### src/layers_pkg.sv
`default_nettype none

package layers_pkg;

    // datapath sizes
    localparam int depth_nb  = 2;
    localparam int group_nb  = 2;
    localparam int img_width = 8;
    localparam int ker_width = 8;
    localparam int num_width = img_width + ker_width + 1;

    // saturation limits of a result word
    localparam int img_max = 2 ** (img_width - 1) - 1;
    localparam int img_min = -(2 ** (img_width - 1));

    // configuration bus and the layer register layout
    localparam int cfg_dwidth = 32;
    localparam int cfg_awidth = 5;

    localparam logic [cfg_awidth-1:0] cfg_layers = 5'd1;

    localparam int cfg_bypass_bit  = 16;
    localparam int cfg_pool_lsb    = 8;
    localparam int cfg_pool_width  = 8;
    localparam int cfg_shift_lsb   = 0;
    localparam int cfg_shift_width = 8;

    typedef logic signed [img_width-1:0] img_t;
    typedef logic signed [ker_width-1:0] ker_t;
    typedef logic signed [num_width-1:0] num_t;

    typedef num_t [depth_nb-1:0]               lane_num_t;
    typedef img_t [depth_nb-1:0]               lane_img_t;
    typedef num_t [depth_nb-1:0][group_nb-1:0] group_num_t;

    // upstream side, image accumulation
    typedef enum logic [1:0] {
        up_reset,
        up_ready,
        up_done,
        up_clear
    } up_state_t;

    // downstream side, pooling and post operations
    typedef enum logic [2:0] {
        dn_reset,
        dn_ready,
        dn_add,
        dn_pool,
        dn_ops,
        dn_clear
    } dn_state_t;

endpackage

`default_nettype wire

### src/ops_ctrl_if.sv
`timescale 1ns/10ps
`default_nettype none

interface ops_ctrl_if import layers_pkg::*; ();

    logic                       mac_clear;
    logic                       mac_en;
    logic                       hold_en;
    logic                       pool_restart;
    logic                       pool_en;
    logic                       act_en;
    logic                       result_en;
    logic                       bypass;
    logic [cfg_shift_width-1:0] shift;

    modport ctrl (
        output mac_clear, mac_en, hold_en,
        output pool_restart, pool_en,
        output act_en, result_en,
        output bypass, shift
    );

    modport ops (
        input mac_clear, mac_en, hold_en,
        input pool_restart, pool_en,
        input act_en, result_en,
        input bypass, shift
    );

endinterface

`default_nettype wire

### src/layer_ctrl.sv
`timescale 1ns/10ps
`default_nettype none

module layer_ctrl import layers_pkg::*; (
    input  logic                  clk,
    input  logic                  rst,
    input  logic [cfg_dwidth-1:0] cfg_data,
    input  logic [cfg_awidth-1:0] cfg_addr,
    input  logic                  cfg_valid,
    input  logic                  image_val,
    input  logic                  image_last,
    output logic                  image_rdy,
    output logic                  kernel_rdy,
    output logic                  result_val,
    input  logic                  result_rdy,
    ops_ctrl_if.ctrl              ctl
);

    up_state_t                  up_state;
    up_state_t                  up_state_nx;
    dn_state_t                  dn_state;
    dn_state_t                  dn_state_nx;

    logic                       bypass;
    logic [cfg_pool_width-1:0]  pool_nb;
    logic [cfg_shift_width-1:0] shift;
    logic [cfg_pool_width-1:0]  pool_cnt;

    logic                       accept;
    logic                       pool_last;
    logic                       hold_en;
    logic                       act_en;
    logic                       result_en;

    // layer configuration, written only while idle
    always_ff @(posedge clk) begin
        if (rst) begin
            bypass  <= 1'b0;
            pool_nb <= '0;
            shift   <= '0;
        end else if (cfg_valid && (cfg_addr == cfg_layers)) begin
            bypass  <= cfg_data[cfg_bypass_bit];
            pool_nb <= cfg_data[cfg_pool_lsb +: cfg_pool_width];
            shift   <= cfg_data[cfg_shift_lsb +: cfg_shift_width];
        end
    end

    assign accept     = image_val && image_rdy;
    assign image_rdy  = (up_state == up_ready);
    assign result_val = (dn_state == dn_clear);
    assign pool_last  = (pool_cnt >= pool_nb);

    always_ff @(posedge clk) begin
        if (rst) begin
            up_state <= up_reset;
            dn_state <= dn_reset;
        end else begin
            up_state <= up_state_nx;
            dn_state <= dn_state_nx;
        end
    end

    // upstream waits in up_clear until downstream takes the hold register
    always_comb begin
        up_state_nx = up_state;
        case (up_state)
            up_reset: up_state_nx = up_ready;
            up_ready: begin
                if (accept && image_last)
                    up_state_nx = up_done;
            end
            up_done: begin
                if (hold_en)
                    up_state_nx = up_clear;
            end
            up_clear: begin
                if (dn_state == dn_ready)
                    up_state_nx = up_reset;
            end
            default: up_state_nx = up_reset;
        endcase
    end

    always_comb begin
        dn_state_nx = dn_state;
        case (dn_state)
            dn_reset: dn_state_nx = dn_ready;
            dn_ready: begin
                if (up_state == up_clear)
                    dn_state_nx = dn_add;
            end
            dn_add:  dn_state_nx = dn_pool;
            // more frames in this window go back for the next handover
            dn_pool: dn_state_nx = pool_last ? dn_ops : dn_ready;
            dn_ops: begin
                if (result_en)
                    dn_state_nx = dn_clear;
            end
            dn_clear: begin
                if (result_rdy)
                    dn_state_nx = dn_reset;
            end
            default: dn_state_nx = dn_reset;
        endcase
    end

    // kernel strobe follows each accepted beat by one cycle
    always_ff @(posedge clk) begin
        if (rst) begin
            kernel_rdy <= 1'b0;
            hold_en    <= 1'b0;
            act_en     <= 1'b0;
            result_en  <= 1'b0;
        end else begin
            kernel_rdy <= accept;
            hold_en    <= kernel_rdy && (up_state == up_done);
            act_en     <= (dn_state == dn_pool) && pool_last;
            result_en  <= act_en;
        end
    end

    always_ff @(posedge clk) begin
        if (rst || (dn_state == dn_reset))
            pool_cnt <= '0;
        else if (dn_state == dn_pool)
            pool_cnt <= pool_last ? '0 : pool_cnt + 1'b1;
    end

    assign ctl.mac_clear    = (up_state == up_reset);
    assign ctl.mac_en       = kernel_rdy;
    assign ctl.hold_en      = hold_en;
    assign ctl.pool_restart = (dn_state == dn_reset);
    assign ctl.pool_en      = (dn_state == dn_pool);
    assign ctl.act_en       = act_en;
    assign ctl.result_en    = result_en;
    assign ctl.bypass       = bypass;
    assign ctl.shift        = shift;

    a_pool_cnt_range: assert property (
        @(posedge clk) disable iff (rst) pool_cnt <= pool_nb
    );

    // a stalled result keeps its register untouched until taken
    a_result_stall: assert property (
        @(posedge clk) disable iff (rst)
        (result_val && !result_rdy) |=> (result_val && !result_en)
    );

    a_image_rdy_fall: assert property (
        @(posedge clk) disable iff (rst)
        $fell(image_rdy) |-> $past(image_val && image_last)
    );

endmodule

`default_nettype wire

### src/mac_array.sv
`timescale 1ns/10ps
`default_nettype none

module mac_array import layers_pkg::*; (
    input  logic                              clk,
    input  img_t [group_nb-1:0]               image_bus,
    input  ker_t [depth_nb-1:0][group_nb-1:0] kernel_bus,
    ops_ctrl_if.ops                           ctl,
    output group_num_t                        sums
);

    img_t [group_nb-1:0] image_q;
    group_num_t          acc;

    // the beat taken on the accept edge lines up with its kernel a cycle later
    always_ff @(posedge clk) begin
        image_q <= image_bus;
    end

    always_ff @(posedge clk) begin
        for (int l = 0; l < depth_nb; l++) begin
            for (int g = 0; g < group_nb; g++) begin
                if (ctl.mac_clear)
                    acc[l][g] <= '0;
                else if (ctl.mac_en)
                    // wraps at num_width
                    acc[l][g] <= acc[l][g]
                        + num_t'(image_q[g]) * num_t'(kernel_bus[l][g]);
            end
        end
    end

    // frame sums parked here so the next frame can start accumulating
    always_ff @(posedge clk) begin
        if (ctl.hold_en)
            sums <= acc;
    end

endmodule

`default_nettype wire

### src/reduce_pool.sv
`timescale 1ns/10ps
`default_nettype none

module reduce_pool import layers_pkg::*; (
    input  logic       clk,
    input  group_num_t sums,
    ops_ctrl_if.ops    ctl,
    output lane_num_t  pooled
);

    lane_num_t total;
    lane_num_t frame_sum;
    logic      first;

    // adder tree over the group members of each lane
    always_comb begin
        for (int l = 0; l < depth_nb; l++) begin
            total[l] = '0;
            for (int g = 0; g < group_nb; g++)
                total[l] = total[l] + sums[l][g];
        end
    end

    always_ff @(posedge clk) begin
        frame_sum <= total;
    end

    // first frame of a window is taken without a compare
    always_ff @(posedge clk) begin
        if (ctl.pool_restart)
            first <= 1'b1;
        else if (ctl.pool_en)
            first <= 1'b0;
    end

    always_ff @(posedge clk) begin
        if (ctl.pool_en) begin
            for (int l = 0; l < depth_nb; l++) begin
                if (first || ($signed(frame_sum[l]) > $signed(pooled[l])))
                    pooled[l] <= frame_sum[l];
            end
        end
    end

    a_pool_exclusive: assert property (
        @(posedge clk) !(ctl.pool_en && ctl.pool_restart)
    );

endmodule

`default_nettype wire

### src/activation.sv
`timescale 1ns/10ps
`default_nettype none

module activation import layers_pkg::*; (
    input  logic                clk,
    input  lane_num_t           pooled,
    input  ker_t [depth_nb-1:0] bias_bus,
    ops_ctrl_if.ops             ctl,
    output lane_img_t           result
);

    lane_num_t biased;
    lane_num_t relu_q;
    lane_num_t shifted;

    always_comb begin
        for (int l = 0; l < depth_nb; l++) begin
            biased[l]  = pooled[l] + num_t'(bias_bus[l]);
            shifted[l] = $signed(relu_q[l]) >>> ctl.shift;
        end
    end

    // negative values clamp to zero unless relu is bypassed
    always_ff @(posedge clk) begin
        if (ctl.act_en) begin
            for (int l = 0; l < depth_nb; l++)
                relu_q[l] <= (!ctl.bypass && biased[l][num_width-1]) ? '0 : biased[l];
        end
    end

    always_ff @(posedge clk) begin
        if (ctl.result_en) begin
            for (int l = 0; l < depth_nb; l++) begin
                if ($signed(shifted[l]) > img_max)
                    result[l] <= img_t'(img_max);
                else if ($signed(shifted[l]) < img_min)
                    result[l] <= img_t'(img_min);
                else
                    result[l] <= shifted[l][img_width-1:0];
            end
        end
    end

endmodule

`default_nettype wire

### src/layers.sv
`timescale 1ns/10ps
`default_nettype none

module layers import layers_pkg::*; (
    input  logic                                  clk,
    input  logic                                  rst,
    input  logic [cfg_dwidth-1:0]                 cfg_data,
    input  logic [cfg_awidth-1:0]                 cfg_addr,
    input  logic                                  cfg_valid,
    input  logic [depth_nb*ker_width-1:0]         bias_bus,
    input  logic [depth_nb*group_nb*ker_width-1:0] kernel_bus,
    output logic                                  kernel_rdy,
    input  logic [group_nb*img_width-1:0]         image_bus,
    input  logic                                  image_last,
    input  logic                                  image_val,
    output logic                                  image_rdy,
    output logic [depth_nb*img_width-1:0]         result_bus,
    output logic                                  result_val,
    input  logic                                  result_rdy
);

    group_num_t sums;
    lane_num_t  pooled;

    ops_ctrl_if ctl ();

    layer_ctrl layer_ctrl_ (
        .clk        (clk),
        .rst        (rst),
        .cfg_data   (cfg_data),
        .cfg_addr   (cfg_addr),
        .cfg_valid  (cfg_valid),
        .image_val  (image_val),
        .image_last (image_last),
        .image_rdy  (image_rdy),
        .kernel_rdy (kernel_rdy),
        .result_val (result_val),
        .result_rdy (result_rdy),
        .ctl        (ctl.ctrl)
    );

    // flat buses map lane major, then group member
    mac_array mac_array_ (
        .clk        (clk),
        .image_bus  (image_bus),
        .kernel_bus (kernel_bus),
        .ctl        (ctl.ops),
        .sums       (sums)
    );

    reduce_pool reduce_pool_ (
        .clk    (clk),
        .sums   (sums),
        .ctl    (ctl.ops),
        .pooled (pooled)
    );

    activation activation_ (
        .clk      (clk),
        .pooled   (pooled),
        .bias_bus (bias_bus),
        .ctl      (ctl.ops),
        .result   (result_bus)
    );

endmodule

`default_nettype wire

### config.mk
export PLATFORM = sky130hd
export DESIGN_NAME = layers
export DESIGN_NICKNAME = d
export VERILOG_FILES = /design/src/layers_pkg.sv /design/src/ops_ctrl_if.sv /design/src/layer_ctrl.sv /design/src/mac_array.sv /design/src/reduce_pool.sv /design/src/activation.sv /design/src/layers.sv
export SDC_FILE = /design/constraint.sdc
export NUM_CORES = 1
export LEC_CHECK = 0
export BUFFER_PORTS_ARGS = -buffer_cell sky130_fd_sc_hd__buf_2
export CAP_MARGIN = 20
export CELL_PAD_IN_SITES_DETAIL_PLACEMENT = 0
export CELL_PAD_IN_SITES_GLOBAL_PLACEMENT = 1
export CORE_ASPECT_RATIO = 1.1
export CORE_MARGIN = 2
export CORE_UTILIZATION = 50
export DETAILED_ROUTE_END_ITERATION = 10
export PLACE_DENSITY_LB_ADDON = 0.05
export SLEW_MARGIN = 20
export SYNTH_ARGS = -nofsm -noshare
export SYNTH_HDL_FRONTEND = slang
export SYNTH_SLANG_ARGS = --single-unit
### constraint.sdc
create_clock -name clk -period 7.8 [get_ports clk]
set_input_delay 1.56 -clock clk [delete_from_list [all_inputs] [get_ports clk]]
set_output_delay 1.56 -clock clk [all_outputs]
set_load 0.01 [all_outputs]
Yosys cells after proc, flatten, opt, wreduce, memory -nomap -nowiden:

Index checks and enable logic that the tools add are counted.

* bits in latches: 0
* memories: 0
* memory bits (read-only): 0
* bits in writable memories: 0
* register bits after elaboration: 305
* word-level logic and storage cells: 95
* output and inout bits: 19

* multiply operators: 4
* multiplexer cells: 12
* equality and inequality tests: 15
* $add $sub $neg: 9
* reductions and logical operators: 17
* order comparisons: 7
* bitwise operators: 0
* divide/modulo/power cells: 0
* shift operators: 2

Operator list (count)
* 17-bit adder: 6
* 8-bit by 8-bit multiplier with 16-bit output: 4
* 17-bit by 8-bit adder with 17-bit output: 2
* 17-bit greater-than comparator: 2
* 17-bit by 8-bit greater-than comparator with 1-bit output, second input constant: 2
* 17-bit by 8-bit less-than comparator with 1-bit output, second input constant: 2
* 17-bit by 8-bit >>> shifter with 17-bit output: 2
* 8-bit 2-to-1 mux: 3
* 3-bit case mux with 6 select lines: 1
* 3-bit 2-to-1 mux: 4
* 8-bit by 1-bit adder with 8-bit output, second input constant: 1
* 8-bit >= comparator: 1
* 2-bit by 1-bit inequality test with 1-bit output, second input constant: 4
* 2-bit case mux with 4 select lines: 1
* 1-bit logical AND: 7
* 3-bit by 2-bit equality test with 1-bit output, second input constant: 2
* 3-bit equality test, second input constant: 2
* 2-bit 2-to-1 mux: 3
* 3-bit AND reduction: 2
* 5-bit by 1-bit equality test with 1-bit output, second input constant: 1
* 2-bit equality test, second input constant: 2
* 2-bit inequality test, second input constant: 2
* 2-bit AND reduction: 2
* 3-bit by 1-bit equality test with 1-bit output, second input constant: 1
* other kinds (5): 7

Logic depth before layout (Yosys ltp):

* depth in word-level cells: 5
* depth in mapped cells: 28

By module:

From an unflattened synthesis, not the netlist that was laid out.

* cells, all modules: 2804
* area total of the unflattened synthesis: 28355.9 um^2

By module, submodules not included
* mac_array: cells each 1599, instances 1, area an instance 16960.0 um^2, sequential area each 3723.6 um^2
* activation: cells each 608, instances 1, area an instance 5375.2 um^2, sequential area each 1501.4 um^2
* reduce_pool: cells each 409, instances 1, area an instance 4292.9 um^2, sequential area each 1721.7 um^2
* layer_ctrl: cells each 188, instances 1, area an instance 1727.9 um^2, sequential area each 680.7 um^2

Worst setup path after synthesis:

Ideal clock, no wire load.

* kind: input to register
* start: in kernel_bus[10]
* end: reg mac_array_.acc[33] (netlist name)
* setup slack: 1.129 ns
* stages: 24
* required time: 7.668 ns
* data arrival time: 6.539 ns
* path through: and2_1 > fa_1 > inv_1 > fa_1 > inv_1 > fa_1 > inv_1 > fa_1 > inv_1 > ha_1 > o21ai_0 > nor2_1 > or4_1 > a31oi_1 > nand2b_1 > xor2_1 > ha_1 > nand3_1 > a2111oi_0 > nor2_1 > a21oi_1 > xor2_1 > a21o_1 > a21oi_1

* longest elaborated chain between the ends: 2

Ends and longest elaborated chain
* from (decl): line layers.sv:11 `input logic [depth_nb*group_nb*ker_width-1:0] kernel_bus,`
* 8-bit by 8-bit multiplier with 16-bit output: line mac_array.sv:28 `+ num_t'(image_q[g]) * num_t'(kernel_bus[l][g]);`
* 17-bit adder: line mac_array.sv:28
* to (signal, indexed assignment): line mac_array.sv:27 `acc[l][g] <= acc[l][g]`
* to (decl): line mac_array.sv:13 `group_num_t acc;`

Every way passes these cells.
A chain may end at the register's enable or synchronous reset.

Final worst setup path:

* start: in kernel_bus[16]
* end: reg mac_array_.acc[50] (netlist name)

Same word-level chain as after synthesis.

==> metrics.txt <==
fmax=147 MHz; Synth Area per Inst=9.48 um^2; area share of the leading cell type in the synthesized netlist=0.161; initial core utilization=0.505; DR DRC count=0; wire length per cell=15.9 um; Final GP Congestion=0.845; Total Nets Final=3709; antenna violations before repair=0; CP max stage cell=a2111oi_0; Row Count=91; fin crit period=6.81 ns; RSZ-0062 raised after global routing=no; die area=a little under 0.06 mm^2; Async S/R FF share, synth=0; Final setup viols=0; Top FF cell, synth=dfxtp_1; grt total ovfl=0; largest net degree at the start of global routing=73; Post-Synthesis Cells=2993; post-cts sizing count=0; most used cell, CP=a21oi_1; first-pass GRT wire length=102 mm; post-DP HPWL=48.8 mm; Setup TNS=0 ns; critical path class=in2reg; Buf/Inv on CP=5; DRT antenna net count=0; CTS root buffer=clkbuf_16; most common cell after layout, fill and taps aside=inv_1; Seq/Total Area, Yosys=0.269; Worst Tran Pin Value=1.05 ns; max-cap violation count=0; Final Skew=0.0296 ns; slowest stage delay, CP=0.56 ns; Layout area overhead=8.68%; CTS tree=built; PD cells=a little under 300 mW/mm^2; chip width=231 um; gr usage total=0.213; Synth Cell Area=0.0284 mm^2; Top delay family on crit path=adder cells; CTS Buf Count=37; Met2 Wirelength=30.9 mm; max_slew headroom=0.300; Core Footprint=0.0561 mm^2; vias in the first global route=20900; Synth area leaders=fa_1 16%, edfxtp_1 16%, ha_1 13%, dfxtp_1 11%, inv_1 6.0%; drt first pass iters=5; clk_lat worst skew=between 0.5 and 0.6 ns; synth warn=0; critical path peak fanout=8; Ports=126; H-tree depth=2; DRT Wirelength=61.1 mm; WL met1=27.0 mm; via count=20600; commonest non-fill, non-tap cells in the layout=452 x inv_1, 295 x ha_1, 228 x fa_1; Worst setup SP type=input port; Die Span Y=254 um; hold_buf cts=0; Antenna diodes=0; syn_nets=3624; Final Hold Fails=0; number of synthesized flops with an enable pin=152; Synth area leader=fa_1; WP data arrival=around 7.3 ns; CTS max path bufs=3; Post-CTS Setup Bufs=0; met3 wire len=2.02 mm; cell area after placement=~0.030 mm^2; Leak=14.0 nW; vias per cell=5.34; DR iter-0 viols=just over 800; Setup crit end kind=flop; outcome=finished, final reports clean; Final Power=9.02 mW; ratio of cells with drive above 1 in the final layout=0.0821; CTS clk-pin slew, worst paths=0.06 ns; Tcrit/Tclk final=0.873; top layer in use=met4; Synth Register Bits=305; data required time of the worst path=a little over 8 ns; design area=approximately 0.03 mm^2; Synth cell types=91; Slew Viols, Final=0; Worst IR Drop VDD=0.368 mV; Tightest Hold Check Type=reg2reg; CTS sink count=305; IO Port Bufs=110
final cells by class:
type / instances / area, um^2
fillers: 5088 / 25300
multi-input cells: 2158 / 18700
flip-flops and latches: 305 / 7630
inverters: 455 / 1710
clock buffers: 50 / 1020
well taps: 744 / 931
repair buffers: 121 / 633
clock inverters: 17 / 213
report_power, final:
| group | internal (mW) | total, mW | leakage (nW) | switching, mW |
|---|---|---|---|---|
| clock | 1.06 | 1.76 | 0.596 | 0.701 |
| combinational | 2.40 | 5.37 | 10.8 | 2.97 |
| sequential | 1.78 | 1.89 | 2.64 | 0.111 |
state kept, by name, summed over array words and instances (netlist names), 2 cells and up:
| name | count |
|---|---|
| activation_.relu_q | 34 |
| activation_.result | 16 |
| layer_ctrl_.ctl.shift | 8 |
| layer_ctrl_.dn_state | 3 |
| layer_ctrl_.pool_cnt | 8 |
| layer_ctrl_.pool_nb | 8 |
| layer_ctrl_.up_state | 2 |
| mac_array_.acc | 68 |
| mac_array_.image_q | 16 |
| mac_array_.sums | 68 |
| reduce_pool_.frame_sum | 34 |
| reduce_pool_.pooled | 34 |
metrics by stage:
step | setup WS, ns | instances | utilization | hold WS (ns)
final | 0.994 | 3850 | 0.549 | 0.432
after global routing | 0.536 | 3850 | 0.549 | 0.439
after CTS | 1.02 | 3850 | 0.549 | 0.431
after detailed placement | 0.471 | 3783 | 0.527 | 0.420
after global placement | 0.464 | 3783 | 0.527 | 0.415
after floorplan | 1.13 | 2993 | - | 0.408
path summary, 6_finish.rpt:
| check | start | end | slack, ns | cells past startpoint |
|---|---|---|---|---|
| max reg2reg | mac_array_.image_q[2] | mac_array_.acc[50] | 1.43 | 26 |
| max | kernel_bus[16] | mac_array_.acc[50] | 0.99 | 27 |
| min reg2reg | reduce_pool_.frame_sum[17] | reduce_pool_.pooled[17] | 0.43 | 0 |
| min | reduce_pool_.frame_sum[17] | reduce_pool_.pooled[17] | 0.43 | 0 |
per-layer routing:
metal,vias to the layer above,GRT usage
li1,10300,-
met1,9953,0.266
met2,284,0.388
met3,70,0.0274
met4,0,0.0488
met5,-,0
synthesized netlist by cell type, types with 8 or more instances:
cell type and instances:
mux4_2 9, or2_2 10, xnor2_1 123, and3_1 18, edfxtp_1 152, nand3_1 53, dfxtp_1 153, a211oi_1 37
o21ai_1 26, o211ai_1 12, nand2_1 147, nor2_1 223, fa_1 228, a21o_1 41, ha_1 296, nand2b_1 28
o21ai_0 90, mux2_2 20, a211o_1 14, and2_1 182, inv_1 452, clkbuf_1 55, xor2_1 45, mux2i_1 74
o21a_1 24, or3_1 20, a21oi_1 155, nand4_1 8, o21bai_1 20, nor3_1 71, a31oi_1 16, nor2b_1 44
kinds of logic after synthesis:
| logic type | share of synthesized area |
|---|---|
| xor gates and xnor gates | 0.0527 |
| adders and majority gates | 0.291 |
| and+or+nand+nor | 0.149 |
| AOI/OAI and AO/OA | 0.122 |
| buffers and inverters | 0.0727 |
| muxes | 0.0437 |
| DFF | 0.269 |
(Power assumes the default switching activity.)
